<file path="src/source/cpu_pkg.sv">
// package with widths, opcodes, alu operations and the stage bus structs
`default_nettype none

package cpu_pkg;

  localparam int XLEN         = 64;
  localparam int INST_WD      = 32;
  localparam int SRAM_DATA_WD = 64; // two instructions per sram word

  // rv64i major opcodes
  localparam logic [6:0] OPC_OP_IMM = 7'b0010011;
  localparam logic [6:0] OPC_OP     = 7'b0110011;
  localparam logic [6:0] OPC_LUI    = 7'b0110111;
  localparam logic [6:0] OPC_BRANCH = 7'b1100011;
  localparam logic [6:0] OPC_JAL    = 7'b1101111;
  localparam logic [6:0] OPC_JALR   = 7'b1100111;

  typedef enum logic [2:0] {
    ALU_ADD,
    ALU_SUB,
    ALU_AND,
    ALU_OR,
    ALU_XOR,
    ALU_PASS_B, // lui
    ALU_LINK    // pc+4 for jal/jalr
  } alu_op_e;

  // decode -> fetch
  typedef struct packed {
    logic            br_stall;
    logic            br_taken;
    logic [XLEN-1:0] br_target;
  } br_bus_t;

  typedef struct packed {
    logic [INST_WD-1:0] inst;
    logic [XLEN-1:0]    pc;
  } fs_to_ds_t;

  typedef struct packed {
    logic [XLEN-1:0] pc;
    alu_op_e         alu_op;
    logic [XLEN-1:0] src_a;
    logic [XLEN-1:0] src_b;
    logic [4:0]      rd;
    logic            rd_wen;
  } ds_to_es_t;

  typedef struct packed {
    logic [XLEN-1:0] pc;
    logic [4:0]      rd;
    logic            rd_wen;
    logic [XLEN-1:0] result;
  } es_to_ws_t;

  typedef struct packed {
    logic            wen;
    logic [4:0]      addr;
    logic [XLEN-1:0] data;
  } rf_wr_t;

  // pending destination of a later stage, for the hazard check
  typedef struct packed {
    logic       wen;
    logic [4:0] rd;
  } dest_t;

  typedef struct packed {
    logic            valid;
    logic [XLEN-1:0] pc;
    logic [4:0]      rd;
    logic            rd_wen;
    logic [XLEN-1:0] data;
  } wb_trace_t;

endpackage

`default_nettype wire
</file>
<file path="src/source/if_stage.sv">
// fetch stage: valid bit, instruction half select and wrong-path drop
`timescale 1ns/1ps
`default_nettype none

module if_stage #(
  parameter logic [cpu_pkg::XLEN-1:0] PC_RESETVAL  = 'h8000_0000,
  parameter int                       SRAM_ADDR_WD = 32
) (
  input  wire logic                         i_clk,
  input  wire logic                         i_reset,
  input  wire logic                         i_ds_allowin,
  input  wire cpu_pkg::br_bus_t             i_br,
  output logic                              o_fs_to_ds_valid,
  output cpu_pkg::fs_to_ds_t                o_fs_to_ds,
  output logic                              o_inst_sram_ren,
  output logic [SRAM_ADDR_WD-1:0]           o_inst_sram_addr,
  input  wire logic [cpu_pkg::SRAM_DATA_WD-1:0] i_inst_sram_rdata
);

  logic                        fs_valid;
  logic                        fs_allowin;
  logic                        fs_load;
  logic [cpu_pkg::XLEN-1:0]    fs_pc;
  logic [cpu_pkg::INST_WD-1:0] fs_inst;

  // fetch always finishes in one cycle
  assign fs_allowin = !fs_valid || i_ds_allowin;
  assign fs_load    = o_inst_sram_ren && fs_allowin; // ren doubles as run flag

  always_ff @(posedge i_clk) begin
    if (i_reset) begin
      fs_valid <= 1'b0;
    end else if (fs_load) begin
      fs_valid <= 1'b1;
    end
  end

  pc_gen #(
    .PC_RESETVAL      (PC_RESETVAL),
    .SRAM_ADDR_WD     (SRAM_ADDR_WD)
  ) u_pc_gen (
    .i_clk            (i_clk),
    .i_reset          (i_reset),
    .i_load           (fs_load),
    .i_br             (i_br),
    .o_pc             (fs_pc),
    .o_inst_sram_ren  (o_inst_sram_ren),
    .o_inst_sram_addr (o_inst_sram_addr)
  );

  // pc[2] picks the upper word of the 64-bit line
  assign fs_inst = fs_pc[2] ? i_inst_sram_rdata[cpu_pkg::SRAM_DATA_WD-1 -: cpu_pkg::INST_WD]
                            : i_inst_sram_rdata[cpu_pkg::INST_WD-1:0];

  // taken branch leaving decode kills the wrong-path instruction held here
  assign o_fs_to_ds_valid = fs_valid && !i_br.br_taken;
  assign o_fs_to_ds       = '{inst: fs_inst, pc: fs_pc};

endmodule

`default_nettype wire

</file>
<file path="src/source/pc_gen.sv">
// pc register and next pc selection feeding the instruction sram read port
`timescale 1ns/1ps
`default_nettype none

module pc_gen #(
  parameter logic [cpu_pkg::XLEN-1:0] PC_RESETVAL  = 'h8000_0000,
  parameter int                       SRAM_ADDR_WD = 32
) (
  input  wire logic                  i_clk,
  input  wire logic                  i_reset,
  input  wire logic                  i_load,
  input  wire cpu_pkg::br_bus_t      i_br,
  output logic [cpu_pkg::XLEN-1:0]   o_pc,
  output logic                       o_inst_sram_ren,
  output logic [SRAM_ADDR_WD-1:0]    o_inst_sram_addr
);

  logic [cpu_pkg::XLEN-1:0] next_pc;

  always_comb begin
    if (i_br.br_taken) begin
      next_pc = i_br.br_target;
    end else if (i_load && !i_br.br_stall) begin
      next_pc = o_pc + 'd4;
    end else begin
      next_pc = o_pc; // re-read the same word while held
    end
  end

  assign o_inst_sram_addr = {next_pc[SRAM_ADDR_WD-1:3], 3'b000}; // 8-byte aligned

  always_ff @(posedge i_clk) begin
    if (i_reset) begin
      o_pc            <= PC_RESETVAL - 'd4; // first next_pc is PC_RESETVAL
      o_inst_sram_ren <= 1'b0;
    end else begin
      o_pc            <= next_pc;
      o_inst_sram_ren <= 1'b1; // reads start one cycle after reset
    end
  end

endmodule

`default_nettype wire

</file>
<file path="config.mk">
export PLATFORM = sky130hd
export DESIGN_NAME = if_stage
export DESIGN_NICKNAME = d
export VERILOG_FILES = /design/src/source/cpu_pkg.sv /design/src/source/if_stage.sv /design/src/source/pc_gen.sv
export SDC_FILE = /design/constraint.sdc
export NUM_CORES = 1
export LEC_CHECK = 0
export BUFFER_PORTS_ARGS = -buffer_cell sky130_fd_sc_hd__buf_2
export CAP_MARGIN = 20
export CORE_ASPECT_RATIO = 0.7
export CORE_UTILIZATION = 45
export DETAILED_ROUTE_END_ITERATION = 7
export GPL_TIMING_DRIVEN = 1
export PLACE_DENSITY_LB_ADDON = 0.15
export REMOVE_ABC_BUFFERS = 1
export SLEW_MARGIN = 10
export SYNTH_ARGS = -nofsm -noshare
export SYNTH_HDL_FRONTEND = slang
export SYNTH_SLANG_ARGS = --single-unit
</file>
<file path="constraint.sdc">
create_clock -name i_clk -period 2.9 [get_ports i_clk]
set_input_delay 0.145 -clock i_clk [delete_from_list [all_inputs] [get_ports i_clk]]
set_output_delay 0.145 -clock i_clk [all_outputs]
set_load 0.03 [all_outputs]
</file>
After elaboration in Yosys (flattened, before gate mapping)
Index checks and enable logic that the tools add are counted.
Widths: inputs -> output; s select.
{ "word_totals": {"inputBits": 133, "output_inout_bits": 130, "regBits": 66, "elab_cells": 17} }
{ "classes": {"n_reduce_logical": 8, "add_sub_neg": 1, "muxes": 4} }
{ "op_table": {"columns": ["op", "n"], "rows": [
  ["$mux 64", 2],
  ["$add 64x3->64 const B", 1],
  ["$mux 32", 1],
  ["$logic_and 1x1->1", 3],
  ["$logic_not 1->1", 3],
  ["$reduce_bool 2->1", 1],
  ["$logic_or 1x1->1", 1],
  ["$mux 1", 1]
]} }

Depth between registers and ports, before layout
{ "logic_depth": {"ltp_word": 6, "mapped_depth": 8, "mapped_depth_nobuf": 6} }

Cells and area by module
Synthesis repeated with hierarchy kept, for this count alone.
{ "unflattened": {"cells_unflattened": 577, "hier_area_um2": 4737.0} }
{ "modules_own_cells": {"columns": ["module", "area_per_inst_um2", "cells_each", "seq_area_each_um2", "instances"], "rows": [
  ["pc_gen", 4147.7, 535, 1301.2, 1],
  ["if_stage", 589.3, 42, 20.0, 1]
]} }

Worst setup path before layout
Ideal clock, no wire load.
{ "synth_path": {"kind": "register -> output", "from": "register u_pc_gen.o_pc[10] (netlist name)", "to": "output o_inst_sram_addr[28]", "required_time_ps": 2755, "path_slack_ps": 586, "n_path_buf": 1, "arrival_time_ps": 2169, "path_stages_with_launch": 7, "cell_sequence": "dfxtp_1 > nand4_1 > or4_1 > nor4b_1 > nand2_1 > o211ai_1 > buf_4"} }
{ "synth_via": {"elab_chain_cells": 3} }
{ "synth_rtl": {"columns": ["element", "line_no", "source"], "rows": [
  ["start: declaration", "pc_gen.sv:13", "output logic [cpu_pkg::XLEN-1:0] o_pc,"],
  ["start signal: assignment", "pc_gen.sv:34", "o_pc <= PC_RESETVAL - 'd4;"],
  ["start signal: assignment", "pc_gen.sv:37", "o_pc <= next_pc;"],
  ["$add 64x3->64", "pc_gen.sv:24", "next_pc = o_pc + 'd4;"],
  ["$mux 64", "pc_gen.sv:23", "end else if (i_load && !i_br.br_stall) begin"],
  ["$mux 64", "pc_gen.sv:21", "if (i_br.br_taken) begin"],
  ["end: declaration", "if_stage.sv:16", "output logic [SRAM_ADDR_WD-1:0] o_inst_sram_addr,"]
]} }
Every way passes these cells. The select of a mux whose other input is x is not followed.

Worst setup path after layout
{ "layout_path": {"from": "register u_pc_gen.o_pc[20] (netlist name)", "to": "output o_inst_sram_addr[29]"} }
The elaborated chain is that of the path after synthesis.

==> impl_results.md <==
* Total CTS buffers at 9
* Synth Instances at 572
* Leak Pwr at 2.59 nW
* Post-Syn Area at ~0.0046 mm²
* Critical path class: register to output pin
* # setup viols final at 0
* Clock slew at reported path FFs at approximately 0.050 ns
* Ys Warns at 0
* Final core utilization at slightly above 60%
* Commonest register cell after synthesis: dfxtp_1
* Final WL at roughly 17 mm
* Largest net degree at the start of global routing at just under 50
* Critical path capture point type: output pin
* Worst VDD drop at around 0.27 mV
* Clock Latency Late Sink at about 0.34 ns
* Seq/Total Area, Yosys at 28.8%
* Vias in the first global route at between 4k and 5k
* Placed cells at between 900 and 1k
* Min cycle time layout at between 2 and 3 ns
* Worst Skew at between 0.006 and 0.007 ns
* Wire per inst at between 15 and 20 µm
* Ant diodes at 0
* DIE WIDTH at approximately 120 µm
* Avg Cell Area, Syn at 8.01 µm²
* Die area at 0.0106 mm²
* Area Growth Syn to Fin at 32.9%
* IO Pins at roughly 260
* Fillcell total at between 900 and 1k
* Slew HR at a little under three fifths
* Vias at between 5k and 6k
* H-Tree Depth at 3
* Final #Nets at just over 900
* Fmax at approximately 360 MHz
* CTS max path bufs at 2
* Placer Congestion at approximately 0.9
* Dpl hpwl at 13.1 mm
* GRT Total Usage at a little under a third
* Share of cells above drive strength 1 at 42.0%
* Initial Util at 46.8%
* Die height at approximately 86 µm
* Endpoints failing hold at 0
* Max cap viols at 0
* Initial antenna violation count at 0
* CTS tree: done
* Cell Pwr Density at 501 mW/mm²
* Asr flop ratio synth at 0%
* CTS root buf: clkbuf_16
* Rows at 30
* Worst Min Path Start: i_br[1]
* Worst-path maximum fanout at 7
* Via-to-Cell Ratio at ~6
* Core Region at between 0.009 and 0.01 mm²
* Total power at approximately 3.0 mW
* Critical Path RT at 2.76 ns
* Final Cycle Share at a little under 100%
* Unique cell type count in the Yosys netlist at 49
* Status: finished, final reports clean
* Initial DRC Count at between 400 and 500
* Worst R2R Start: u_pc_gen.o_pc[26]
* Area taken by flip-flops and latches at ~0.0013 mm²
* Yosys reg bits at 66
* Least-Margin Pin Slew at between 0.6 and 0.7 ns
* Final Non-Filler Cells at 920
* Crit path DAT at about 2.6 ns
* GRT overflow at 0
* Clock tree sinks at 66
* First-pass GRT wire length at between 20 and 30 mm
* Count of flip-flops with a built-in enable after synthesis at 0
* Post-CTS Hold Fix Bufs at 0
* WHS at approximately 0.057 ns
* I/O Buffers at around 260
* Post-route DRC at 0
* R2R Setup Slk at 0.17 ns
* Drt pass-1 iters at 5
* Fin. max-slew vios at 0
* Antenna-violating nets left at 0
* CP startpoint kind: register
* Area of the multi-input gates at between 0.002 and 0.003 mm²
* Min-Delay Path Class: primary input to register
* Critical path launch point: u_pc_gen.o_pc[20]
==> what timing repair did <==
action,in CTS,in global routing
setup endpoints to repair,1,7
buffers inserted,0,2
gates cloned,0,0
gates resized for setup,0,4
pin swaps,1,1
==> through the flow <==
stage	setup WS (ns)	setup TNS (ns)	area (µm²)
global placement	0.302	0	5770
finish	0.116	0	6090
floorplan	-0.396	-6.75	4200
global route	-0.0114	-0.0114	6090
CTS	0.00762	0	6050
detailed placement	0.103	0	5770
==> flip-flops by register name (all words and copies together), names as in the netlist <==
name / count
fs_valid: 1
u_pc_gen.o_pc: 64
u_pc_gen.o_inst_sram_ren: 1
==> report_power, final <==
| part | total, mW | switching [mW] | internal (mW) |
|---|---|---|---|
| clock network | 1.04 | 0.399 | 0.637 |
| logic | 0.946 | 0.626 | 0.321 |
| registers | 1.07 | 0.0933 | 0.974 |
==> cell usage after synthesis, types with 2 or more instances <==
library cell	count	area share, %
a2111oi_1	2	0.44
a211oi_1	3	0.49
a311o_1	2	0.44
a311oi_1	21	4.0
a31oi_1	4	0.55
and2_1	3	0.41
and3_1	6	0.82
and4_1	8	1.5
buf_1	2	0.16
buf_2	4	0.44
buf_4	32	5.2
clkbuf_1	33	2.7
dfxtp_1	66	29
inv_1	10	0.82
mux2_2	32	7.9
mux2i_1	4	0.87
nand2_1	48	3.9
nand2b_1	8	1.1
nand3_1	26	2.8
nand4_1	31	4.2
nor2_1	42	3.4
nor2b_1	5	0.68
nor3_1	7	0.76
nor3_2	4	0.87
nor4_1	9	1.2
nor4b_1	2	0.38
o2111a_1	3	0.74
o211ai_1	22	3.6
o21a_1	2	0.33
o21ai_0	26	2.8
o21ai_1	15	1.6
o31ai_1	15	2.5
or2_1	2	0.27
or3_1	12	1.6
or4_1	21	3.4
xnor2_1	17	3.2
xor2_1	11	2.1
==> cell families after synthesis <==
kind of cell / share of synthesized area (%)
simple gates: 29.3
compound gates: 18.1
other cells: 0.0818
fa+ha+maj: 0.273
buf+inv: 9.36
xor+xnor: 5.35
mux: 8.73
flops: 28.8
==> critical path, stage by stage, from the launching register on <==
cell,delay [ns]
dfxtp_1,0.53
nand3_1,0.31
or4_1,0.67
nor3_4,0.30
xnor2_1,0.16
o21ai_1,0.13
buf_2,0.21
==> metal layers <==
| layer | up-vias | global-route usage [%] | share of wire [%] |
|---|---|---|---|
| li1 | 2554 | - | - |
| met1 | 2503 | 46.3 | 46 |
| met2 | 287 | 43.5 | 42 |
| met3 | 20 | 9.34 | 11 |
| met4 | 0 | 8.65 | 1.4 |
| met5 | - | 0 | 0 |
==> layout make-up <==
class	count	area share [%]
multi-input cells	427	47.0
repair buffers	275	23.4
flip-flops and latches	66	21.7
clock buffers	12	4.37
well taps	128	2.63
inverters	10	0.616
clock inverters	2	0.205
==> cells in the final DEF, fill, tap and decap left out, types with 4 or more instances in the layout <==
cell	instances
or3_1	12
o21ai_1	15
o31ai_1	15
nand3_1	26
and4_1	8
buf_2	259
xor2_1	11
o211ai_1	22
nand2_1	48
nor2_1	42
xnor2_1	17
a31oi_1	4
mux2i_1	4
nand2b_1	8
nor4_1	7
clkbuf_16	9
a311oi_1	21
o21ai_0	26
dfxtp_1	66
inv_1	9
nand4_1	31
mux2_2	32
buf_4	15
nor2b_1	5
and3_1	6
or4_1	21
nor3_1	7
==> path summary, 6_finish.rpt <==
kind / to / cells after the start
worst min register to register: u_pc_gen.o_pc[1] / 2
worst max-delay path: o_inst_sram_addr[29] / 6
worst max register to register: u_pc_gen.o_pc[50] / 5
worst min-delay path: u_pc_gen.o_pc[1] / 3
(Power assumes the default switching activity.)
