`config.mk`:
```
export PLATFORM = sky130hd
export DESIGN_NAME = wb_stage
export DESIGN_NICKNAME = d
export VERILOG_FILES = /design/src/source/cpu_pkg.sv /design/src/source/wb_stage.sv /design/src/source/pipe_valid_reg.sv
export SDC_FILE = /design/constraint.sdc
export NUM_CORES = 1
export LEC_CHECK = 0
export BUFFER_PORTS_ARGS = -buffer_cell sky130_fd_sc_hd__buf_2
export CAP_MARGIN = 10
export CORE_AREA = 4 4 134 136
export CTS_BUF_LIST = sky130_fd_sc_hd__clkbuf_8 sky130_fd_sc_hd__clkbuf_16
export CTS_CLUSTER_DIAMETER = 200
export DETAILED_ROUTE_END_ITERATION = 10
export DIE_AREA = 0 0 138 140
export PLACE_DENSITY = 0.67
export SYNTH_ARGS = -nofsm -noshare
export SYNTH_HDL_FRONTEND = slang
export SYNTH_SLANG_ARGS = --single-unit
```
`constraint.sdc`:
```
create_clock -name i_clk -period 1.35 [get_ports i_clk]
set_clock_uncertainty 0.05 [all_clocks]
set_input_delay 0 -clock i_clk [delete_from_list [all_inputs] [get_ports i_clk]]
set_output_delay 0 -clock i_clk [all_outputs]
set_load 0.005 [all_outputs]
```
`src/source/cpu_pkg.sv`:
```
// package with widths, opcodes, alu operations and the stage bus structs
`default_nettype none

package cpu_pkg;

  localparam int XLEN         = 64;
  localparam int INST_WD      = 32;
  localparam int SRAM_DATA_WD = 64; // two instructions per sram word

  // rv64i major opcodes
  localparam logic [6:0] OPC_OP_IMM = 7'b0010011;
  localparam logic [6:0] OPC_OP     = 7'b0110011;
  localparam logic [6:0] OPC_LUI    = 7'b0110111;
  localparam logic [6:0] OPC_BRANCH = 7'b1100011;
  localparam logic [6:0] OPC_JAL    = 7'b1101111;
  localparam logic [6:0] OPC_JALR   = 7'b1100111;

  typedef enum logic [2:0] {
    ALU_ADD,
    ALU_SUB,
    ALU_AND,
    ALU_OR,
    ALU_XOR,
    ALU_PASS_B, // lui
    ALU_LINK    // pc+4 for jal/jalr
  } alu_op_e;

  // decode -> fetch
  typedef struct packed {
    logic            br_stall;
    logic            br_taken;
    logic [XLEN-1:0] br_target;
  } br_bus_t;

  typedef struct packed {
    logic [INST_WD-1:0] inst;
    logic [XLEN-1:0]    pc;
  } fs_to_ds_t;

  typedef struct packed {
    logic [XLEN-1:0] pc;
    alu_op_e         alu_op;
    logic [XLEN-1:0] src_a;
    logic [XLEN-1:0] src_b;
    logic [4:0]      rd;
    logic            rd_wen;
  } ds_to_es_t;

  typedef struct packed {
    logic [XLEN-1:0] pc;
    logic [4:0]      rd;
    logic            rd_wen;
    logic [XLEN-1:0] result;
  } es_to_ws_t;

  typedef struct packed {
    logic            wen;
    logic [4:0]      addr;
    logic [XLEN-1:0] data;
  } rf_wr_t;

  // pending destination of a later stage, for the hazard check
  typedef struct packed {
    logic       wen;
    logic [4:0] rd;
  } dest_t;

  typedef struct packed {
    logic            valid;
    logic [XLEN-1:0] pc;
    logic [4:0]      rd;
    logic            rd_wen;
    logic [XLEN-1:0] data;
  } wb_trace_t;

endpackage

`default_nettype wire
```
`src/source/wb_stage.sv`:
```
// result stage: register write, hazard destination and retire trace
`timescale 1ns/1ps
`default_nettype none

module wb_stage (
  input  wire logic               i_clk,
  input  wire logic               i_reset,
  input  wire logic               i_es_to_ws_valid,
  input  wire cpu_pkg::es_to_ws_t i_es_to_ws,
  output logic                    o_ws_allowin,
  output cpu_pkg::rf_wr_t         o_rf_wr,
  output cpu_pkg::dest_t          o_ws_dest,
  output cpu_pkg::wb_trace_t      o_wb_trace
);

  cpu_pkg::es_to_ws_t ws;
  logic               ws_valid;
  logic               ws_wen;

  pipe_valid_reg #(
    .T             (cpu_pkg::es_to_ws_t)
  ) u_ws_reg (
    .i_clk         (i_clk),
    .i_reset       (i_reset),
    .i_in_valid    (i_es_to_ws_valid),
    .i_in_data     (i_es_to_ws),
    .i_out_allowin (1'b1), // last stage never backs up
    .i_ready_go    (1'b1),
    .i_flush       (1'b0),
    .o_allowin     (o_ws_allowin),
    .o_out_valid   (ws_valid),
    .o_data        (ws)
  );

  assign ws_wen     = ws_valid && ws.rd_wen;
  assign o_rf_wr    = '{wen: ws_wen, addr: ws.rd, data: ws.result};
  assign o_ws_dest  = '{wen: ws_wen, rd: ws.rd};
  assign o_wb_trace = '{valid: ws_valid, pc: ws.pc, rd: ws.rd, rd_wen: ws_wen,
                        data: ws.result};

endmodule

`default_nettype wire

```
`src/source/pipe_valid_reg.sv`:
```
// generic stage register with valid/allowin handshake and typed payload
`timescale 1ns/1ps
`default_nettype none

module pipe_valid_reg #(
  parameter type T = logic
) (
  input  wire logic i_clk,
  input  wire logic i_reset,
  input  wire logic i_in_valid,
  input  wire T     i_in_data,
  input  wire logic i_out_allowin,
  input  wire logic i_ready_go,
  input  wire logic i_flush,
  output logic      o_allowin,
  output logic      o_out_valid,
  output T          o_data
);

  logic valid;

  // empty, or the current entry moves on this cycle
  assign o_allowin   = !valid || (i_ready_go && i_out_allowin);
  assign o_out_valid = valid && i_ready_go;

  always_ff @(posedge i_clk) begin
    if (i_reset || i_flush) begin
      valid <= 1'b0;
    end else if (o_allowin) begin
      valid <= i_in_valid;
    end
  end

  always_ff @(posedge i_clk) begin
    if (o_allowin && i_in_valid) begin
      o_data <= i_in_data; // payload only moves on a transfer
    end
  end

endmodule

`default_nettype wire

```
; ---- Word level (Yosys, flattened, before mapping)
; Cells that the tools add are included.
[word_totals]
elab_cells = 6
input_bits = 137
out_inout_bits = 212
reg_bits = 135
[classes]
n_reduce_logical = 1
[op_table]
columns = operator, count
row1 = logical AND 1 bit, 1

; ---- Longest topological paths before layout
; Gate-level depths: netlist of the first run.
[depth]
ltp_word = 1
depth_mapped = 2
mapped_depth_nobuf = 1

; ---- By module
; From an unflattened synthesis of the first run, not the netlist that was laid out.
[unflattened]
cells_unflattened = 222
hier_area_um2 = 4690.7
[by_module_without_submodules]
columns = module, cells_per_inst, area_per_inst_um2, n_inst, seq_area_each_um2
row1 = pipe_valid_reg, 141, 4091.4, 1, 4043.9
row2 = wb_stage, 81, 599.3, 1, 0.0

; ---- Least setup slack after synthesis of the first run
; Ideal clock, no wire load.
[synth_timing]
path_kind = register -> output
startpoint = register u_ws_reg.o_data[64] (netlist name)
endpoint = output port o_rf_wr[69] (netlist name)
slack_ns = 0.691
required_time_ns = 1.300
t_arrival_ns = 0.609
n_path_buf = 1
stages_incl_launch_ff = 3
path_cell_list = edfxtp_1 and2_1 buf_4
[synth_between]
elab_chain_cells = 1
[synth_rtl]
columns = item, line
row1 = start: declaration, pipe_valid_reg.sv:17  ; output T o_data
row2 = start signal: assignment, pipe_valid_reg.sv:36  ; o_data <= i_in_data;
row3 = logical AND 1 bit, wb_stage.sv:35  ; assign ws_wen = ws_valid && ws.rd_wen;
row4 = end: declaration, wb_stage.sv:11  ; output cpu_pkg::rf_wr_t o_rf_wr,
; No other way between the ends.

; ---- Worst setup path after layout of the first run
[layout_timing]
startpoint = input port i_es_to_ws_valid
endpoint = register u_ws_reg.valid
[layout_rtl]
columns = item, line
row1 = start: declaration, wb_stage.sv:8  ; input wire logic i_es_to_ws_valid,
row2 = end signal: assignment, pipe_valid_reg.sv:30  ; valid <= i_in_valid;
row3 = end: declaration, pipe_valid_reg.sv:20  ; logic valid;
; No word-level cell between the ends.

==> impl_results.md, run 1 <==
- Status: completed
- Psw: about 2.4 mW
- CP endpoint kind: flop
- Number of max-slew violations in the final report: 0
- Largest cells by area after synthesis: edfxtp_1 71%, buf_4 28%, dfxtp_1 0.35%
- Startpoint class of the critical path: primary input
- Die Span Y: approximately 140 um
- Initial antenna violation count: 0
- Post-layout util: 0.4785
- Endpoints failing setup: 0
- Setup TNS: 0 ns
- Max clock buf depth: 2
- Logic pwr share: 0.111
- Proportion of layout cells with a drive suffix above 1: 0.5827
- FF+latch area: just over 4000 um^2
- Register share of total power: 0.473
- Fin crit share: 0.9233
- Switching share of total power: 0.2192
- Cells after Synth: 350
- Max frequency: around 800 MHz
- Final #Nets: 783
- Initial Utilization: 0.3341
- P_int: 8.432 mW
- CP Class: in2reg
- Global Route met2 Usage: 0.2600
- Dpl hpwl: just over 9000 um
- Post-route ant nets: 0
- Vias post-DR: 3442
- Sequential area share after synthesis: 0.7146
- Largest net degree at the start of global routing: 42
- GPL Wtd Cong: ~0.85
- Die width: ~140 um
- GR met3 Demand/Resource: 0.06555
- Area delta synth->final: 43.20%
- Gr busiest metal: met2
- Cell area power density: 1333 nW/um^2
- Die Area: around 19000 um^2
- Netlist cell types: 6
- Met1 usage: 0.1296
- Cts hold-fix bufs: 137
- CTS tree: done
- Clock Pin Slew Worst Setup and Hold Paths: about 0.060 ns
- Port Buffers: approximately 350
- Synth Net Count: between 400 and 500
- Peak supply drop: between 0.7 and 0.8 mV
- Area of the multi-input gates: about 24 um^2
- Fill cell count: around 1500
- Unrepaired setup endpoints after global routing: false
- CP Data Required Time: roughly 1.7 ns
- Hold Crit Class: in2reg
- DR DRC count: 0
- Top cell type's share of synthesized area: 0.7110
- Leakage: 3.585 nW
- Wirelength per Cell: approximately 15 um
- Diodes inserted: 0
- Vias in the first global route: a little under 4000
- Total gr overflow: 0
- Drt first pass iters: 4
- Tot GR Track Use: 0.1386
- Synthesized area: around 5700 um^2
- Final Hold Viols: 0
- Vias/cell: between 3 and 4
- Global-route wire length before repair: around 21000 um
- Maxcap violations: 0
- Final wirelength: about 14000 um
- PostCTS Resize Cnt: 0
- Minimum clock period: ~1.2 ns
- Total power: 10.80 mW
- Clock Power Share: 0.415
- Critical-path maximum fanout: 25
- Drt first-iter violations: between 100 and 150
- Clock sink count: between 100 and 150
- Arr. time, crit path: about 1.6 ns
- Mapped Avg Cell Area: 16.17 um^2
- Clock Tree Root: clkbuf_16
- Yosys reg bits: 135
- CTS H-Tree Depth: 4
- CTS Buf Count: 17
- Postcts setup bufs: 0
- Core area: between 15000 and 20000 um^2
- Synthesis Warnings: 0
- Row count: 48
- Top-Level Pins: around 350
- Post-synth top area cell: edfxtp_1
-- worst max-delay path, stage by stage --
cell,delay [ns]
dlygate4sd3_1,0.54
buf_6,0.27
nor2b_4,0.19
dlygate4sd3_1,0.54
-- state kept, by name, summed over array words and instances (netlist names) --
signal,cells
u_ws_reg.o_data,134
u_ws_reg.valid,1
-- final cells by class --
cell class / count / share of cell area
Clock buffer: 17 / 0.05249
Clock inverter: 15 / 0.01884
Multi-Input combinational cell: 3 / 0.002933
Sequential cell: 135 / 0.4990
Tap cell: 225 / 0.03474
Timing Repair Buffer: 489 / 0.3920
-- through the flow --
step	std cells	instance area (um^2)	hold slack [ns]	worst slack [ns]
2_1_floorplan	350	5659	0.01428	0.6912
3_3_place_gp	715	6155	0.1268	0.4410
3_5_place_dp	715	6155	0.1281	0.4131
4_1_cts	884	8104	0.2207	0.1193
5_1_grt	884	8104	0.2219	0.07222
6_report	884	8104	0.2449	0.1036
-- synth_stat cells, drive strengths merged --
| cell type | n |
|---|---|
| buf | 212 |
| edfxtp | 134 |
| conb | 1 |
| nor2b | 1 |
| dfxtp | 1 |
| and2 | 1 |
-- cell usage in the layout, fill, tap and decap left out, drive strengths merged --
master	n
buf	352
dlygate4sd3	137
edfxtp	134
clkbuf	17
clkinv	6
clkinvlp	4
inv	3
bufinv	2
nor2b	1
and2	1
conb	1
dfxtp	1
-- power by group through the flow --
stage	clock (mW)	sequential [mW]	combinational (mW)
floorplan	0	5.17	0.747
global placement	0	5.19	0.883
detailed placement	0	5.20	0.893
CTS	4.57	5.11	1.20
global route	4.83	5.15	1.30
finish	4.48	5.11	1.20
-- cell families after synthesis --
group / count (synthesis) / synth area share
simple gates: 2 / 0.003538
buf+inv: 212 / 0.2812
other cells: 1 / 0.0006626
flops: 135 / 0.7146
-- path summary, 6_finish.rpt --
check	startpoint	slack, ns	depth (start not counted)	end
worst min-delay path	i_es_to_ws[90]	0.24	2	u_ws_reg.o_data[90]$_DFFE_PP_
worst max-delay path	i_es_to_ws_valid	0.10	4	u_ws_reg.valid$_SDFF_PP0_
-- layer usage --
metal | wire length (um) | part of all wire | vias up
met2 | 7524 | 0.55 | 224
li1 | - | - | 1576
met4 | 293 | 0.021 | 0
met5 | 0 | 0 | -
met1 | 4550 | 0.33 | 1621
met3 | 1296 | 0.095 | 21
Power figures use the tool's default switching activity.
==> inputs of run 2 (changes only) <==
ABC_CLOCK_PERIOD_IN_PS = 1350   (was default)
PLACE_DENSITY = 0.68   (was 0.67)
SKIP_LAST_GASP = 1   (was default)
==> impl_results.md, run 2 (synthesized netlist as in run 1, its figures left out) <==
- PostCTS Resize Cnt: 0
- Initial antenna violation count: 1
- Max frequency: slightly below 900 MHz
- Final wirelength: around 14000 um
- Commonest non-fill, non-tap cell in the layout: buf_2
- Maxcap violations: 0
- Core area: 16940 um^2
- Die Area: slightly below 20000 um^2
- CP Data Required Time: ~1.3 ns
- Fin crit share: 0.8511
- Reg with most FFs: u_ws_reg.o_data
- Port Buffers: between 300 and 400
- Setup ws final: 0.2011 ns
- DR DRC count: 0
- Max clock buf depth: 2
- GPL Wtd Cong: between 0.7 and 0.8
- Final Hold Viols: 0
- Minimum clock period: around 1.1 ns
- Area delta synth->final: 43.67%
- Hold Crit Class: in2reg
- Placed cells: roughly 720
- Top Registers: u_ws_reg.o_data x134, u_ws_reg.valid x1
- Unrepaired setup endpoints after global routing: false
- CTS Buf Count: 17
- Vias post-DR: between 3000 and 4000
- Critical Path Source: u_ws_reg.valid$_SDFF_PP0_
- Status: completed
- Postcts setup bufs: 0
- Clock sink count: 135
- Number of max-slew violations in the final report: 0
- Top-Level Pins: roughly 350
- Row count: 48
- Hold Startpoint: i_es_to_ws[102]
- Tot GR Track Use: 0.1422
- Post-layout util: 0.4801
- Highest-count cells in the layout ignoring fill and taps: 346 x buf_2, 136 x dlygate4sd3_1, 134 x edfxtp_1
- Cts hold-fix bufs: between 100 and 150
- Clock Pin Slew Worst Setup and Hold Paths: around 0.060 ns
- Initial Utilization: 0.3341
- CP Class: reg2out
- Die width: ~140 um
- Global-route wire length before repair: 20960 um
- CP endpoint kind: primary output
- CTS H-Tree Depth: 4
- Placement Setup Slack: a little over 0.4 ns
- Final non-filler cell total: 885
- Post-route ant nets: 0
- Arr. time, crit path: 1.10 ns
- Die Span Y: ~140 um
- Proportion of layout cells with a drive suffix above 1: 0.5781
- Hold path depth: 2
- Leakage: about 3.6 nW
- Clock Tree Root: clkbuf_16
- Total gr overflow: 0
- Final #Nets: 784
- Endpoints failing setup: 0
- Vias in the first global route: between 3000 and 4000
- Dpl hpwl: approximately 9400 um
- Drt first pass iters: 4
- CTS tree: done
- Vias/cell: about 3.9
- Max reg flops: about 130
- Critical-path maximum fanout: 3
- Fill cell count: 1452
- Startpoint class of the critical path: flop
- Peak supply drop: 0.7781 mV
- Wirelength per Cell: about 16 um
- Largest net degree at the start of global routing: 34
- Cell area power density: 1335 nW/um^2
- Setup TNS: 0 ns
- Drt first-iter violations: 75
run 2: cell count changes in the layout (fill, tap and decap cells not counted):
cell,before,now
buf_12,2,3
buf_4,3,4
bufinv_16,2,3
clkinv_1,1,3
clkinv_2,3,0
clkinv_4,2,1
clkinvlp_4,4,2
diode_2,0,1
dlygate4sd3_1,137,136
inv_1,0,2
run 2: layer usage:
metal	vias up	share of wire	track usage
met1	1584	0.35	0.1447
li1	1584	-	-
met3	21	0.11	0.07511
met2	226	0.52	0.2479
met4	0	0.020	0.05408
met5	-	0	0
run 2: worst paths after layout:
kind / endpoint / slack, ns
setup / recovery: o_rf_wr[69] / 0.20
hold / removal: u_ws_reg.o_data[102]$_DFFE_PP_ / 0.25
run 2: cell type report:
class | count | area, um^2 | area share
timing repair buffer | 490 | 3194 | 0.3929
antenna | 1 | 2.502 | 0.0003078
sequential | 135 | 4044 | 0.4974
multi-input combinational | 3 | 23.77 | 0.002924
clock inverter | 14 | 158.9 | 0.01954
tap | 225 | 281.5 | 0.03463
clock buffer | 17 | 425.4 | 0.05232
run 2: stage by stage:
stage               power (mW)  instance area, um^2  hold slack (ns)
global route             11.35                 8130           0.2285
finish                   10.85                 8130           0.2478
detailed placement       6.099                 6182           0.1281
floorplan                5.915                 5659          0.01428
global placement         6.077                 6182           0.1264
CTS                      11.00                 8128           0.2234
run 2: power breakdown:
group | switching [mW] | leakage [nW] | total (mW) | internal [mW]
Clock | 1.65 | 0.285 | 4.53 | 2.88
Combinational | 0.481 | 2.00 | 1.21 | 0.731
Sequential | 0.130 | 1.32 | 5.12 | 4.99
run 2: critical path, cell delays in order (launching register included):
cell	delay (ns)
dfxtp_1	0.36
and2_1	0.19
buf_2	0.14
==> inputs of run 3 (changes only) <==
ABC_CLOCK_PERIOD_IN_PS = default   (was 1350)
CORE_AREA = default   (was 4 4 134 136)
CORE_MARGIN = 4   (was default)
CORE_UTILIZATION = 35   (was default)
DIE_AREA = default   (was 0 0 138 140)
PLACE_DENSITY = 0.7   (was 0.68)
==> impl_results.md, run 3 (synthesized netlist as in run 1, its figures left out) <==
- Critical-path maximum fanout: 3
- Cell area power density: ~1400 nW/um^2
- Max clock buf depth: 2
- Hold Crit Class: in2reg
- CP Data Required Time: between 1 and 1.5 ns
- Drt first pass iters: 6
- CP endpoint kind: primary output
- Startpoint class of the critical path: flop
- Status: completed
- CTS Buf Count: 17
- Leakage: between 3 and 4 nW
- Final #Nets: around 780
- Row count: 46
- Clock Pin Slew Worst Setup and Hold Paths: around 0.06 ns
- Final wirelength: between 10000 and 15000 um
- Final non-filler cell total: between 800 and 900
- Psw: about 2.4 mW
- Placed cells: between 700 and 800
- Vias/cell: between 3 and 4
- Post-route ant nets: 0
- Hold EP: u_ws_reg.o_data[117]$_DFFE_PP_
- Final Hold Viols: 0
- Initial antenna violation count: 0
- Peak supply drop: slightly below 0.9 mV
- Global-route wire length before repair: 20270 um
- CTS H-Tree Depth: 4
- Wirelength per Cell: around 16 um
- Top Registers: u_ws_reg.o_data x134, u_ws_reg.valid x1
- Arr. time, crit path: between 1 and 1.5 ns
- Register share of total power: 0.459
- Dpl hpwl: around 9700 um
- Clock Tree Root: clkbuf_16
- Total gr overflow: 0
- CP Class: reg2out
- Core area: 15890 um^2
- Fin crit share: 0.8509
- Critical Path Source: u_ws_reg.o_data[64]$_DFFE_PP_
- Setup TNS: 0 ns
- Final hold slack: between 0.2 and 0.25 ns
- Switching share of total power: 0.2112
- Initial Utilization: 0.3563
- Maxcap violations: 0
- PostCTS Resize Cnt: 0
- Highest-count cells in the layout ignoring fill and taps: 346 x buf_2, 136 x dlygate4sd3_1, 134 x edfxtp_1
- Diodes inserted: 0
- P_int: 8.811 mW
- Unrepaired setup endpoints after global routing: false
- Drt first-iter violations: between 100 and 150
- CTS tree: done
- Clock sink count: 135
- Total power: around 11 mW
- Max reg flops: about 130
- Endpoints failing setup: 0
- Largest net degree at the start of global routing: 40
- Minimum clock period: 1.149 ns
- Die width: around 140 um
- GPL Wtd Cong: 0.7797
- Number of max-slew violations in the final report: 0
- Commonest non-fill, non-tap cell in the layout: buf_2
- Hold Startpoint: i_es_to_ws[117]
- Proportion of layout cells with a drive suffix above 1: 0.5842
- Top-Level Pins: 349
- Logic pwr share: 0.108
- Hold path depth: 2
- Die Span Y: about 140 um
- Max frequency: 870.5 MHz
- Port Buffers: approximately 350
- Reg with most FFs: u_ws_reg.o_data
- Vias post-DR: roughly 3400
- Vias in the first global route: approximately 3700
- Clock Power Share: 0.434
- Area delta synth->final: 43.80%
- DR DRC count: 0
- Die Area: roughly 18000 um^2
- Tot GR Track Use: 0.1484
-- run 3: worst max path at each step --
stage / end / slack, ns / depth (start not counted)
finish: o_rf_wr[69] / 0.20 / 2
global route: o_rf_wr[69] / 0.16 / 2
CTS: o_wb_trace[64] / 0.20 / 2
detailed placement: u_ws_reg.o_data[73]$_DFFE_PP_ / 0.40 / 2
global placement: u_ws_reg.o_data[61]$_DFFE_PP_ / 0.44 / 2
floorplan: o_rf_wr[69] / 0.69 / 2
-- run 3: area by class of cell --
class	count	area, um^2
Clock buffer	17	425.4
Sequential cell	135	4044
Tap cell	216	270.3
Clock inverter	15	200.2
Timing Repair Buffer	489	3174
Multi-Input combinational cell	3	23.77
Fill cell	1314	7747
-- run 3: layer usage --
layer,wire (um),global-route usage,vias to the layer above
met2,7498,0.2666,211
li1,-,-,1579
met5,0,0,-
met4,302,0.06831,0
met3,1375,0.05981,22
met1,4899,0.1503,1622
-- run 3: metrics by stage --
step | area (um^2) | setup slack (ns) | util
finish | 8138 | 0.2012 | 0.5123
global route | 8138 | 0.1630 | 0.5123
CTS | 8138 | 0.2024 | 0.5123
detailed placement | 6151 | 0.4044 | 0.3872
global placement | 6151 | 0.4430 | 0.3872
floorplan | 5659 | 0.6912 | -
-- run 3: timing repair --
item                                   in CTS  in global routing
setup buffers                               0                  0
endpoints found under the hold margin     157                  0
hold buffers                              136                  0
-- run 3: critical path, stage by stage, from the launching register on --
cell      delay [ns]
edfxtp_1        0.37
and2_1          0.18
buf_2           0.14
-- run 3: power groups by stage --
stage	combinational, mW	sequential [mW]	clock [mW]
after detailed placement	0.896	5.21	0
after global routing	1.30	5.16	5.17
final	1.20	5.12	4.85
after floorplan	0.747	5.17	0
after CTS	1.20	5.13	5.00
after global placement	0.888	5.19	0
