File: src/source/cpu_pkg.sv
// package with widths, opcodes, alu operations and the stage bus structs
`default_nettype none

package cpu_pkg;

  localparam int XLEN         = 64;
  localparam int INST_WD      = 32;
  localparam int SRAM_DATA_WD = 64; // two instructions per sram word

  // rv64i major opcodes
  localparam logic [6:0] OPC_OP_IMM = 7'b0010011;
  localparam logic [6:0] OPC_OP     = 7'b0110011;
  localparam logic [6:0] OPC_LUI    = 7'b0110111;
  localparam logic [6:0] OPC_BRANCH = 7'b1100011;
  localparam logic [6:0] OPC_JAL    = 7'b1101111;
  localparam logic [6:0] OPC_JALR   = 7'b1100111;

  typedef enum logic [2:0] {
    ALU_ADD,
    ALU_SUB,
    ALU_AND,
    ALU_OR,
    ALU_XOR,
    ALU_PASS_B, // lui
    ALU_LINK    // pc+4 for jal/jalr
  } alu_op_e;

  // decode -> fetch
  typedef struct packed {
    logic            br_stall;
    logic            br_taken;
    logic [XLEN-1:0] br_target;
  } br_bus_t;

  typedef struct packed {
    logic [INST_WD-1:0] inst;
    logic [XLEN-1:0]    pc;
  } fs_to_ds_t;

  typedef struct packed {
    logic [XLEN-1:0] pc;
    alu_op_e         alu_op;
    logic [XLEN-1:0] src_a;
    logic [XLEN-1:0] src_b;
    logic [4:0]      rd;
    logic            rd_wen;
  } ds_to_es_t;

  typedef struct packed {
    logic [XLEN-1:0] pc;
    logic [4:0]      rd;
    logic            rd_wen;
    logic [XLEN-1:0] result;
  } es_to_ws_t;

  typedef struct packed {
    logic            wen;
    logic [4:0]      addr;
    logic [XLEN-1:0] data;
  } rf_wr_t;

  // pending destination of a later stage, for the hazard check
  typedef struct packed {
    logic       wen;
    logic [4:0] rd;
  } dest_t;

  typedef struct packed {
    logic            valid;
    logic [XLEN-1:0] pc;
    logic [4:0]      rd;
    logic            rd_wen;
    logic [XLEN-1:0] data;
  } wb_trace_t;

endpackage

`default_nettype wire
File: src/source/ex_stage.sv
// execute stage: stage register and alu
`timescale 1ns/1ps
`default_nettype none

module ex_stage (
  input  wire logic               i_clk,
  input  wire logic               i_reset,
  input  wire logic               i_ds_to_es_valid,
  input  wire cpu_pkg::ds_to_es_t i_ds_to_es,
  output logic                    o_es_allowin,
  input  wire logic               i_ws_allowin,
  output logic                    o_es_to_ws_valid,
  output cpu_pkg::es_to_ws_t      o_es_to_ws,
  output cpu_pkg::dest_t          o_es_dest
);

  cpu_pkg::ds_to_es_t       es;
  logic [cpu_pkg::XLEN-1:0] result;

  pipe_valid_reg #(
    .T             (cpu_pkg::ds_to_es_t)
  ) u_es_reg (
    .i_clk         (i_clk),
    .i_reset       (i_reset),
    .i_in_valid    (i_ds_to_es_valid),
    .i_in_data     (i_ds_to_es),
    .i_out_allowin (i_ws_allowin),
    .i_ready_go    (1'b1), // single-cycle alu
    .i_flush       (1'b0),
    .o_allowin     (o_es_allowin),
    .o_out_valid   (o_es_to_ws_valid),
    .o_data        (es)
  );

  always_comb begin
    case (es.alu_op)
      cpu_pkg::ALU_SUB:    result = es.src_a - es.src_b;
      cpu_pkg::ALU_AND:    result = es.src_a & es.src_b;
      cpu_pkg::ALU_OR:     result = es.src_a | es.src_b;
      cpu_pkg::ALU_XOR:    result = es.src_a ^ es.src_b;
      cpu_pkg::ALU_PASS_B: result = es.src_b;
      cpu_pkg::ALU_LINK:   result = es.src_a + 'd4; // src_a carries the pc
      default:             result = es.src_a + es.src_b;
    endcase
  end

  assign o_es_to_ws = '{pc: es.pc, rd: es.rd, rd_wen: es.rd_wen, result: result};
  assign o_es_dest  = '{wen: o_es_to_ws_valid && es.rd_wen, rd: es.rd};

endmodule

`default_nettype wire

File: src/source/pipe_valid_reg.sv
// generic stage register with valid/allowin handshake and typed payload
`timescale 1ns/1ps
`default_nettype none

module pipe_valid_reg #(
  parameter type T = logic
) (
  input  wire logic i_clk,
  input  wire logic i_reset,
  input  wire logic i_in_valid,
  input  wire T     i_in_data,
  input  wire logic i_out_allowin,
  input  wire logic i_ready_go,
  input  wire logic i_flush,
  output logic      o_allowin,
  output logic      o_out_valid,
  output T          o_data
);

  logic valid;

  // empty, or the current entry moves on this cycle
  assign o_allowin   = !valid || (i_ready_go && i_out_allowin);
  assign o_out_valid = valid && i_ready_go;

  always_ff @(posedge i_clk) begin
    if (i_reset || i_flush) begin
      valid <= 1'b0;
    end else if (o_allowin) begin
      valid <= i_in_valid;
    end
  end

  always_ff @(posedge i_clk) begin
    if (o_allowin && i_in_valid) begin
      o_data <= i_in_data; // payload only moves on a transfer
    end
  end

endmodule

`default_nettype wire

File: config.mk
export PLATFORM = sky130hd
export DESIGN_NAME = ex_stage
export DESIGN_NICKNAME = d
export VERILOG_FILES = /design/src/source/cpu_pkg.sv /design/src/source/ex_stage.sv /design/src/source/pipe_valid_reg.sv
export SDC_FILE = /design/constraint.sdc
export NUM_CORES = 1
export LEC_CHECK = 0
export BUFFER_PORTS_ARGS = -buffer_cell sky130_fd_sc_hd__buf_2
export CAP_MARGIN = 10
export CORE_MARGIN = 4
export CORE_UTILIZATION = 34
export DETAILED_ROUTE_END_ITERATION = 7
export GPL_TIMING_DRIVEN = 0
export PLACE_DENSITY = 0.53
export SLEW_MARGIN = 20
export SYNTH_ARGS = -nofsm -noshare
export SYNTH_HDL_FRONTEND = slang
export SYNTH_HIERARCHICAL = 1
export SYNTH_SLANG_ARGS = --single-unit
File: constraint.sdc
create_clock -name i_clk -period 31.5 [get_ports i_clk]
set_clock_uncertainty 0.2 [all_clocks]
set_input_delay 0 -clock i_clk [delete_from_list [all_inputs] [get_ports i_clk]]
set_output_delay 0 -clock i_clk [all_outputs]
set_load 0.02 [all_outputs]
# Yosys cells after proc, flatten, opt, wreduce, memory -nomap -nowiden
# Cells that the tools add are included.
[classes]
n_addsub = 3
n_eq_ne = 6
muxes = 1
bitwise = 3
reduce_logical = 4
[ops]
columns = ["op", "n"]
rows = [
  ["case mux 64 bit (6 select lines)", 1],
  ["adder 64 x 3 -> 64 bit, second input constant", 1],
  ["adder 64 bit", 1],
  ["bitwise AND 64 bit", 1],
  ["bitwise OR 64 bit", 1],
  ["subtractor 64 bit", 1],
  ["XOR 64 bit", 1],
  ["== test 3 bit, second input constant", 3],
  ["== test 3 x 2 -> 1 bit, second input constant", 2],
  ["== test 3 x 1 -> 1 bit, second input constant", 1],
  ["logical AND 1 bit", 2],
  ["zero test 1 bit", 1],
  ["logical OR 1 bit", 1],
]
[word_totals]
ff_bits = 202
input_bits = 205
out_inout_bits = 142
word_cells = 24

# Depth between registers and ports, before layout
# Gate-level depths: netlist (run 1).
[logic_depth]
depth_word = 3
depth_mapped = 23
ltp_nobuf = 21

# By module
# Netlist (run 1), hierarchy kept.
[modules_own_cells]
columns = ["mod", "instances", "cells_per_inst", "area_each_um2", "seq_area_each_um2"]
rows = [
  ["ex_stage", 1, 1607, 10696.5, 0.0],
  ["pipe_valid_reg", 1, 208, 6103.4, 6055.8],
]

# Worst setup path after synthesis (run 1)
# OpenSTA, ideal clock, no wires.
[synth_timing]
path_kind = "register to register"
from = "register u_es_reg.valid"
to = "register u_es_reg/o_data[0] in the netlist's numbering, enable pin"
setup_ps = 788
t_arrival_ps = 9266
required_ps = 30512
path_slack_ps = 21246
path_stages_with_launch = 3
path_buffers = 0
period_less_slack_ps = 10254
path_cell_list = "dfxtp_1 > a21boi_4 > nor2b_1"
[synth_between]
elab_chain_cells = 3
[synth_rtl]
columns = ["element", "line_no", "rtl"]
rows = [
  ["from (decl)", "pipe_valid_reg.sv:20", "logic valid;"],
  ["from (signal assigned)", "pipe_valid_reg.sv:30", "valid <= i_in_valid;"],
  ["zero test 1 bit", "pipe_valid_reg.sv:23", "assign o_allowin = !valid || (i_ready_go && i_out_allowin);"],
  ["logical OR 1 bit", "pipe_valid_reg.sv:23", ""],
  ["logical AND 1 bit", "pipe_valid_reg.sv:35", "if (o_allowin && i_in_valid) begin"],
  ["to (signal assigned)", "pipe_valid_reg.sv:36", "o_data <= i_in_data;"],
  ["to (decl)", "pipe_valid_reg.sv:17", "output T o_data"],
]
# No other way between the ends.
# A chain may end at the register's enable or synchronous reset.

==> results of run 1 <==
synthesized netlist by cell type, drive strengths merged (10+ instances only):
cell and number:
inv 158, o31ai 10, a22oi 36, nand2 158, clkbuf 76, ha 193, a21oi 148, xnor2 155
edfxtp 201, nand3 46, o221ai 23, xor2 18, nor2 86, nor3 36, a221oi 32, nor4 20
o21a 12, o21bai 11, o21ai 107, a21o 34, a31oi 21, o211ai 25, nand4 37, and3 16
or3 19, buf 15
through the flow:
stage	instance area, µm²	hold slack (ns)	setup WS [ns]	util	cells
after floorplan	16800	-0.101	21.25	-	1816
after global placement	19400	-0.0235	17.61	0.396	2826
after detailed placement	19600	-0.0219	24.61	0.400	2834
after CTS	24500	0.00206	23.97	0.501	3283
after global routing	24500	0.0182	23.50	0.501	3283
final	24500	0.0183	23.80	0.501	3283
registers in the layout (all words and copies together), names as in the netlist:
register / count
u_es_reg/o_data: 201
u_es_reg/valid: 1
power groups by stage:
stage / Clock, mW / Combinational (mW) / Sequential, mW
global placement: 0 / 0.301 / 0.348
finish: 0.297 / 0.351 / 0.337
detailed placement: 0 / 0.306 / 0.341
CTS: 0.304 / 0.347 / 0.336
floorplan: 0 / 0.190 / 0.345
global route: 0.315 / 0.380 / 0.338
critical path: stages (launching register included):
cell and delay (ns):
edfxtp_1 0.53, nand2b_1 0.22, clkbuf_1 0.32, nor2_2 0.82, clkbuf_1 0.89, nor2_1 0.15, xnor2_1 0.18, ha_1 0.28
clkbuf_1 0.32, nand2_1 0.19, o21ai_0 0.46, a211oi_1 0.15, a21oi_1 0.30, a31oi_1 0.25, o21a_1 0.31, o31ai_1 0.85
a21oi_1 0.19, o211ai_1 0.30, buf_2 0.21
layout by cell type (no fill, tap or decap), drive strengths merged, types with 12 or more instances in the layout:
| master | synthesis | layout |
|---|---|---|
| inv | 158 | 159 |
| o221ai | 23 | 23 |
| dlygate4sd3 | 0 | 405 |
| a221oi | 32 | 32 |
| nor4 | 20 | 20 |
| a21oi | 148 | 148 |
| a22oi | 36 | 36 |
| xnor2 | 155 | 155 |
| o211ai | 25 | 25 |
| ha | 193 | 193 |
| clkinv | 0 | 14 |
| edfxtp | 201 | 201 |
| nand2 | 158 | 158 |
| nor3 | 36 | 36 |
| a31oi | 21 | 21 |
| a21o | 34 | 34 |
| clkbuf | 76 | 100 |
| nand4 | 37 | 37 |
| nor2 | 86 | 86 |
| or3 | 19 | 19 |
| xor2 | 18 | 18 |
| o21ai | 107 | 107 |
| and3 | 16 | 16 |
| nand3 | 46 | 46 |
| o21a | 12 | 12 |
| buf | 15 | 369 |
cell families after synthesis:
logic type	count (synthesis)	synth area share
multiplexers	9	0.00544
buffers and inverters	249	0.0573
AND/OR/NAND/NOR	458	0.134
flip-flops	202	0.360
AO/OA/AOI/OAI	528	0.207
adder cells (fa/ha/maj)	194	0.145
XOR/XNOR	173	0.0906
other	2	0.000447
area by class of cell:
| type | count | share of cell area |
|---|---|---|
| plain buffers | 91 | 0.0154 |
| clock buffers | 24 | 0.0245 |
| clock inverters | 20 | 0.0102 |
| inverters | 158 | 0.0242 |
| multi-input cells | 1365 | 0.400 |
| flip-flops and latches | 202 | 0.248 |
| well taps | 664 | 0.0340 |
| repair buffers | 759 | 0.244 |
per-layer routing:
layer,GRT usage,part of all wire
met1,0.364,0.42
met2,0.460,0.46
met3,0.0497,0.078
met4,0.0924,0.039
met5,0,0
worst min path at each step:
stage | cells after the start | to
6_report | 2 | u_es_reg/o_data[103]
5_1_grt | 2 | u_es_reg/o_data[103]
4_1_cts | 4 | u_es_reg/valid
3_5_place_dp | 1 | u_es_reg/o_data[142]
3_3_place_gp | 1 | u_es_reg/o_data[156]
2_1_floorplan | 0 | u_es_reg/o_data[0]
what timing repair did:
item | CTS | global route
endpoints found under the hold margin | 250 | 0
gates resized for setup | 0 | 0
buffers inserted | 0 | 0
hold buffers | 405 | 0
==> impl_metrics.csv, run 1 <==
group,metric,value,unit
timing,slew_headroom,0.189,
timing,rsz0062_at_grt,"no",
power,leakage,10.2,nW
critical_path,r2r_slack,29.47,ns
logic_synthesis,synthCells,1815,
status,status,"finished, final reports clean",
layout,nets,3000,
routing,wl,75.5,mm
critical_path,criticalPathCategory,"register to primary output",
layout,area_growth,45.6,%
die,rows,81,
timing,finalCritPeriodShare,0.244,
cts,htreeDepth,1,
logic_synthesis,ys_ff_latch,202,
global_routing,grt_overflow_total,0,
cts,clockBufferDepth,3,
global_routing,antenna_found_initial,1,
die,ioPinCount,347,
timing,setup-tns-final,0,ns
global_routing,grt_pass1_vias,18029,
timing,period_needed,7.70,ns
layout,register_area,6060,µm²
power,p_seq_frac,0.342,
cts,clock_latency,0.55,ns
cts,root_buffer,"clkbuf_16",
logic_synthesis,synth-seq-area-share,0.360,
timing,finalHoldViolCount,0,
placement,port_buffers,346,
power,p_int,0.639,mW
die,die_w,230,µm
critical_path,rr_endpoint,"u_es_reg/o_data[131]",
logic_synthesis,yosys_warnings,6,
critical_path,worstRegToRegCells,6,
logic_synthesis,ys.flop_type,"edfxtp_1",
placement,routabilityCongestion,0.937,
die,coreArea,48800,µm²
die,die_h,230,µm
global_routing,grt_pass1_wl,112,mm
critical_path,cp_max_fo,10,
layout,multi_input_area,9800,µm²
power,irDropWorstVdd,46.5,µV
critical_path,crit_path_end_kind,"primary output",
power,report.power.total,0.984,mW
logic_synthesis,synth_top_area_share,0.359,
critical_path,cp_data_required_time,31.30,ns
layout,fillers,4563,
power,p_sw_frac,0.351,
logic_synthesis,yosys-top-cells-area,"edfxtp_1 (36%), ha_1 (14%), xnor2_1 (8.0%)",
cts,clock-sinks,202,
global_routing,grt_use_total,0.276,
power,switchingPower,0.345,mW
power,p_per_area,40.2,nW/µm²
die,dieArea,53000,µm²
critical_path,startpoint,"u_es_reg/o_data[135]",
routing,antenna_left,0,
cts,cts_tree,"built",
critical_path,worst_ep_arrival_time,7.50,ns
critical_path,endpoint,"o_es_to_ws[58]",
flow_run,maxCapViolCount,0,
layout,drive_above_1_share,0.169,
layout,antennaDiodeCount,0,
routing,vias_per_cell,5.40,
min_path,hold_path.startpoint,"i_ds_to_es[103]",
logic_synthesis,synth_edf_count,201,
cts,cts-buffers-inserted,24,
routing,drc,0,
critical_path,r2r-start,"u_es_reg/valid",
routing,drt_iter0_drc,1577,
power,clkPwrFrac,0.301,
timing,worst_pin_slew,1.22,ns
min_path,hp-class,"primary input to register",
logic_synthesis,yosys.area.top_type,"edfxtp_1",
placement,dp_hpwl,54.6,mm
logic_synthesis,ys_types,80,
logic_synthesis,avgSynthCellArea,9.26,µm²
power,combPwrFrac,0.357,
die,start_util,0.344,
routing,drtPass1Iterations,5,
timing,max_freq,130,MHz
routing,wl_per_cell,23.0,µm
logic_synthesis,async_flop_share,0,
global_routing,grt_max_degree,31,
timing,setup_viol,0,
cts,path_clk_slew,0.06,ns
critical_path,start_kind,"register",
timing,finalMaxSlewViolations,0,
routing,via_count,17725,
logic_synthesis,syn_area,16800,µm²
Power figures use the tool's default switching activity.
==> run 2: changes to the inputs <==
- ABC_AREA: unset -> 1
- PLACE_DENSITY: 0.53 -> 0.54
- clock period: 31.5 -> 6.3 ns (I/O delays scaled with it)
==> run 2 against run 1 <==
The run now ends with hold timing left. First-iteration DRC count is 36% higher. Core utilization decreased by 2.5 points. Global-route usage grew 3.0 points. Critical path type unchanged. Clock power rose to 4.3 times the previous value. Highest routed layer unchanged.
==> impl_metrics.csv, run 2 <==
group,metric,value,unit
layout,final_cell_mix,"nand2_1 (987), inv_1 (539), dlygate4sd3_1 (387)",
cts,htreeDepth,1,
global_routing,global_route.usage.met3,0.0506,
status,status,"finished, violations left",
critical_path,rr_endpoint,"u_es_reg/o_data[20]",
die,die_w,251,µm
logic_synthesis,async_flop_share,0,
cts,path_clk_slew,0.06,ns
power,p_int,3.02,mW
logic_synthesis,yosys-top-cells-area,"edfxtp_1 (30%), nand2_1 (18%), ha_1 (12%)",
critical_path,cp_data_required_time,6.10,ns
logic_synthesis,synth-seq-area-share,0.301,
timing,finalHoldViolCount,2,
timing,rsz0062_at_grt,"no",
timing,fin_hold_ws,-0.0141,ns
timing,max_freq,171,MHz
cts,cts_tree,"built",
power,clkPwrFrac,0.259,
layout,top_regs,"u_es_reg/o_data x201, u_es_reg/valid x1",
power,p_per_area,179,nW/µm²
placement,port_buffers,346,
layout,multi_input_area,11800,µm²
routing,via_count,23438,
logic_synthesis,synth_common_cells,"nand2_1 (987), inv_1 (539), nor2_1 (301)",
timing,finalCritPeriodShare,0.929,
die,die_h,251,µm
timing,finalMaxSlewViolations,0,
cts,cts_resized,0,
cts,clock-sinks,202,
logic_synthesis,avgSynthCellArea,6.68,µm²
flow_run,maxCapViolCount,0,
global_routing,grtUsageMet1,0.412,
die,rows,88,
cts,clockBufferDepth,3,
global_routing,grt_max_degree,25,
logic_synthesis,synth_edf_count,201,
timing,fin_ws,0.447,ns
global_routing,antenna_found_initial,2,
layout,nets,4182,
layout,register_area,6060,µm²
critical_path,cp_max_fo,10,
layout,fillers,6077,
routing,wl,101,mm
logic_synthesis,ys.flop_type,"edfxtp_1",
power,p_sw_frac,0.392,
min_path,hp-class,"primary input to register",
status,violations,"hold timing",
critical_path,criticalPathCategory,"register to primary output",
global_routing,grt_use_total,0.306,
logic_synthesis,yosys_warnings,6,
routing,drtPass1Iterations,6,
layout,area_growth,37.4,%
logic_synthesis,ys_types,47,
cts,root_buffer,"clkbuf_16",
routing,drc,0,
die,dieArea,63200,µm²
power,switchingPower,1.94,mW
logic_synthesis,yosys.area.top_type,"edfxtp_1",
layout,drive_above_1_share,0.120,
layout,largest_reg_flops,201,
logic_synthesis,synthCells,3016,
cts,clock_latency,0.53,ns
critical_path,crit_path_end_kind,"primary output",
critical_path,startpoint,"u_es_reg/o_data[134]",
critical_path,endpoint,"o_es_to_ws[29]",
critical_path,start_kind,"register",
logic_synthesis,ys_ff_latch,202,
timing,setup-tns-final,0,ns
routing,antenna_left,0,
logic_synthesis,yosysMostFrequentCell,"nand2_1",
global_routing,grt_util_met2,0.494,
layout,mostFrequentLayoutCell,"nand2_1",
layout,regMostFlops,"u_es_reg/o_data",
critical_path,r2r_slack,3.98,ns
critical_path,worstRegToRegCells,2,
die,start_util,0.346,
logic_synthesis,synth_top_area_share,0.300,
die,coreArea,58100,µm²
critical_path,worst_ep_arrival_time,5.65,ns
die,ioPinCount,347,
power,leakage,13.8,nW
global_routing,grt_pass1_wl,144,mm
placement,dp_hpwl,81.8,mm
power,p_seq_frac,0.344,
routing,vias_per_cell,5.14,
timing,period_needed,5.85,ns
global_routing,grt_pass1_vias,22849,
global_routing,grt_overflow_total,0,
timing,slew_headroom,0.200,
power,combPwrFrac,0.397,
routing,wl_per_cell,22.1,µm
routing,drt_iter0_drc,2152,
cts,cts-buffers-inserted,22,
timing,setup_viol,0,
timing,worst_pin_slew,1.20,ns
placement,routabilityCongestion,1.05,
global_routing,grt.busiest_layer,"met2",
placement,place_ws,1.30,ns
logic_synthesis,syn_area,20100,µm²
power,irDropWorstVdd,238,µV
critical_path,r2r-start,"u_es_reg/valid",
## run 2: power by group through the flow
stage               Sequential, mW  Combinational, mW  Clock [mW]
finish                        1.71               1.97        1.29
global route                  1.71               2.14        1.37
CTS                           1.70               1.92        1.31
detailed placement            1.72               1.73           0
global placement              1.74               1.70           0
floorplan                     1.71               1.03           0
## run 2: timing repair
action | in CTS | in global routing
endpoints found under the hold margin | 254 | 2
setup endpoints to repair | 0 | 0
hold buffers | 385 | 2
buffers inserted | 0 | 0
## run 2: area by class of cell
cell class,count,share of cell area
Multi-Input combinational cell,2219,0.428
Sequential cell,202,0.219
Timing Repair Buffer,742,0.212
Inverter,548,0.0743
Tap cell,765,0.0346
Clock buffer,25,0.0211
Buffer,48,0.00764
Clock inverter,12,0.00416
Antenna cell,1,0.0000904
## run 2: logic make-up (layout without fill, tap and decap cells)
logic type,after synthesis,in the layout,share of synthesized area
AND/OR/NAND/NOR,1653,1653,0.344
buffers and inverters,596,1375,0.113
AO/OA/AOI/OAI,288,288,0.0859
flip-flops,202,202,0.301
adder cells (fa/ha/maj),194,194,0.121
XOR/XNOR,81,81,0.0352
other,2,4,0.000373
## run 2: worst min-delay path by stage
stage          cells past startpoint              endpoint  slack [ns]             from
5_1_grt                            2  u_es_reg/o_data[117]     -0.0006  i_ds_to_es[117]
3_3_place_gp                       1   u_es_reg/o_data[68]       -0.02   i_ds_to_es[68]
6_report                           2  u_es_reg/o_data[117]       -0.01  i_ds_to_es[117]
4_1_cts                            2   u_es_reg/o_data[20]      0.0006   i_ds_to_es[20]
2_1_floorplan                      0    u_es_reg/o_data[0]       -0.10    i_ds_to_es[0]
3_5_place_dp                       1  u_es_reg/o_data[191]       -0.02  i_ds_to_es[191]
## run 2: through the flow
| stage | power, mW | instances | cell area, µm² | hold WS (ns) | util |
|---|---|---|---|---|---|
| global route | 5.21 | 4562 | 27700 | -0.000612 | 0.476 |
| finish | 4.96 | 4562 | 27700 | -0.0141 | 0.476 |
| CTS | 4.92 | 4559 | 27700 | 0.000635 | 0.476 |
| global placement | 3.44 | 4128 | 22800 | -0.0241 | 0.393 |
| detailed placement | 3.45 | 4137 | 23100 | -0.0219 | 0.397 |
| floorplan | 2.74 | 3017 | 20200 | -0.101 | - |
## run 2: layer usage
| layer | share of wire | routed length [µm] |
|---|---|---|
| met1 | 0.42 | 41900 |
| met2 | 0.44 | 44600 |
| met3 | 0.096 | 9650 |
| met4 | 0.047 | 4770 |
| met5 | 0 | 0 |
## run 2: worst max-delay path, cell delays in order (launching register included)
cell and delay, ns:
edfxtp_1 0.43, inv_1 0.10, nor2_1 0.05, nand2_1 0.10
buf_2 0.31, buf_1 0.58, o21ai_0 0.28, xor2_1 0.50
ha_1 0.38, nand2_1 0.10, inv_1 0.06, nand2_1 0.08
inv_1 0.07, a21oi_1 0.14, nand2_1 0.13, nand2_1 0.08
nand2_1 0.18, o21ai_0 0.79, nand3_1 0.44, buf_2 0.29
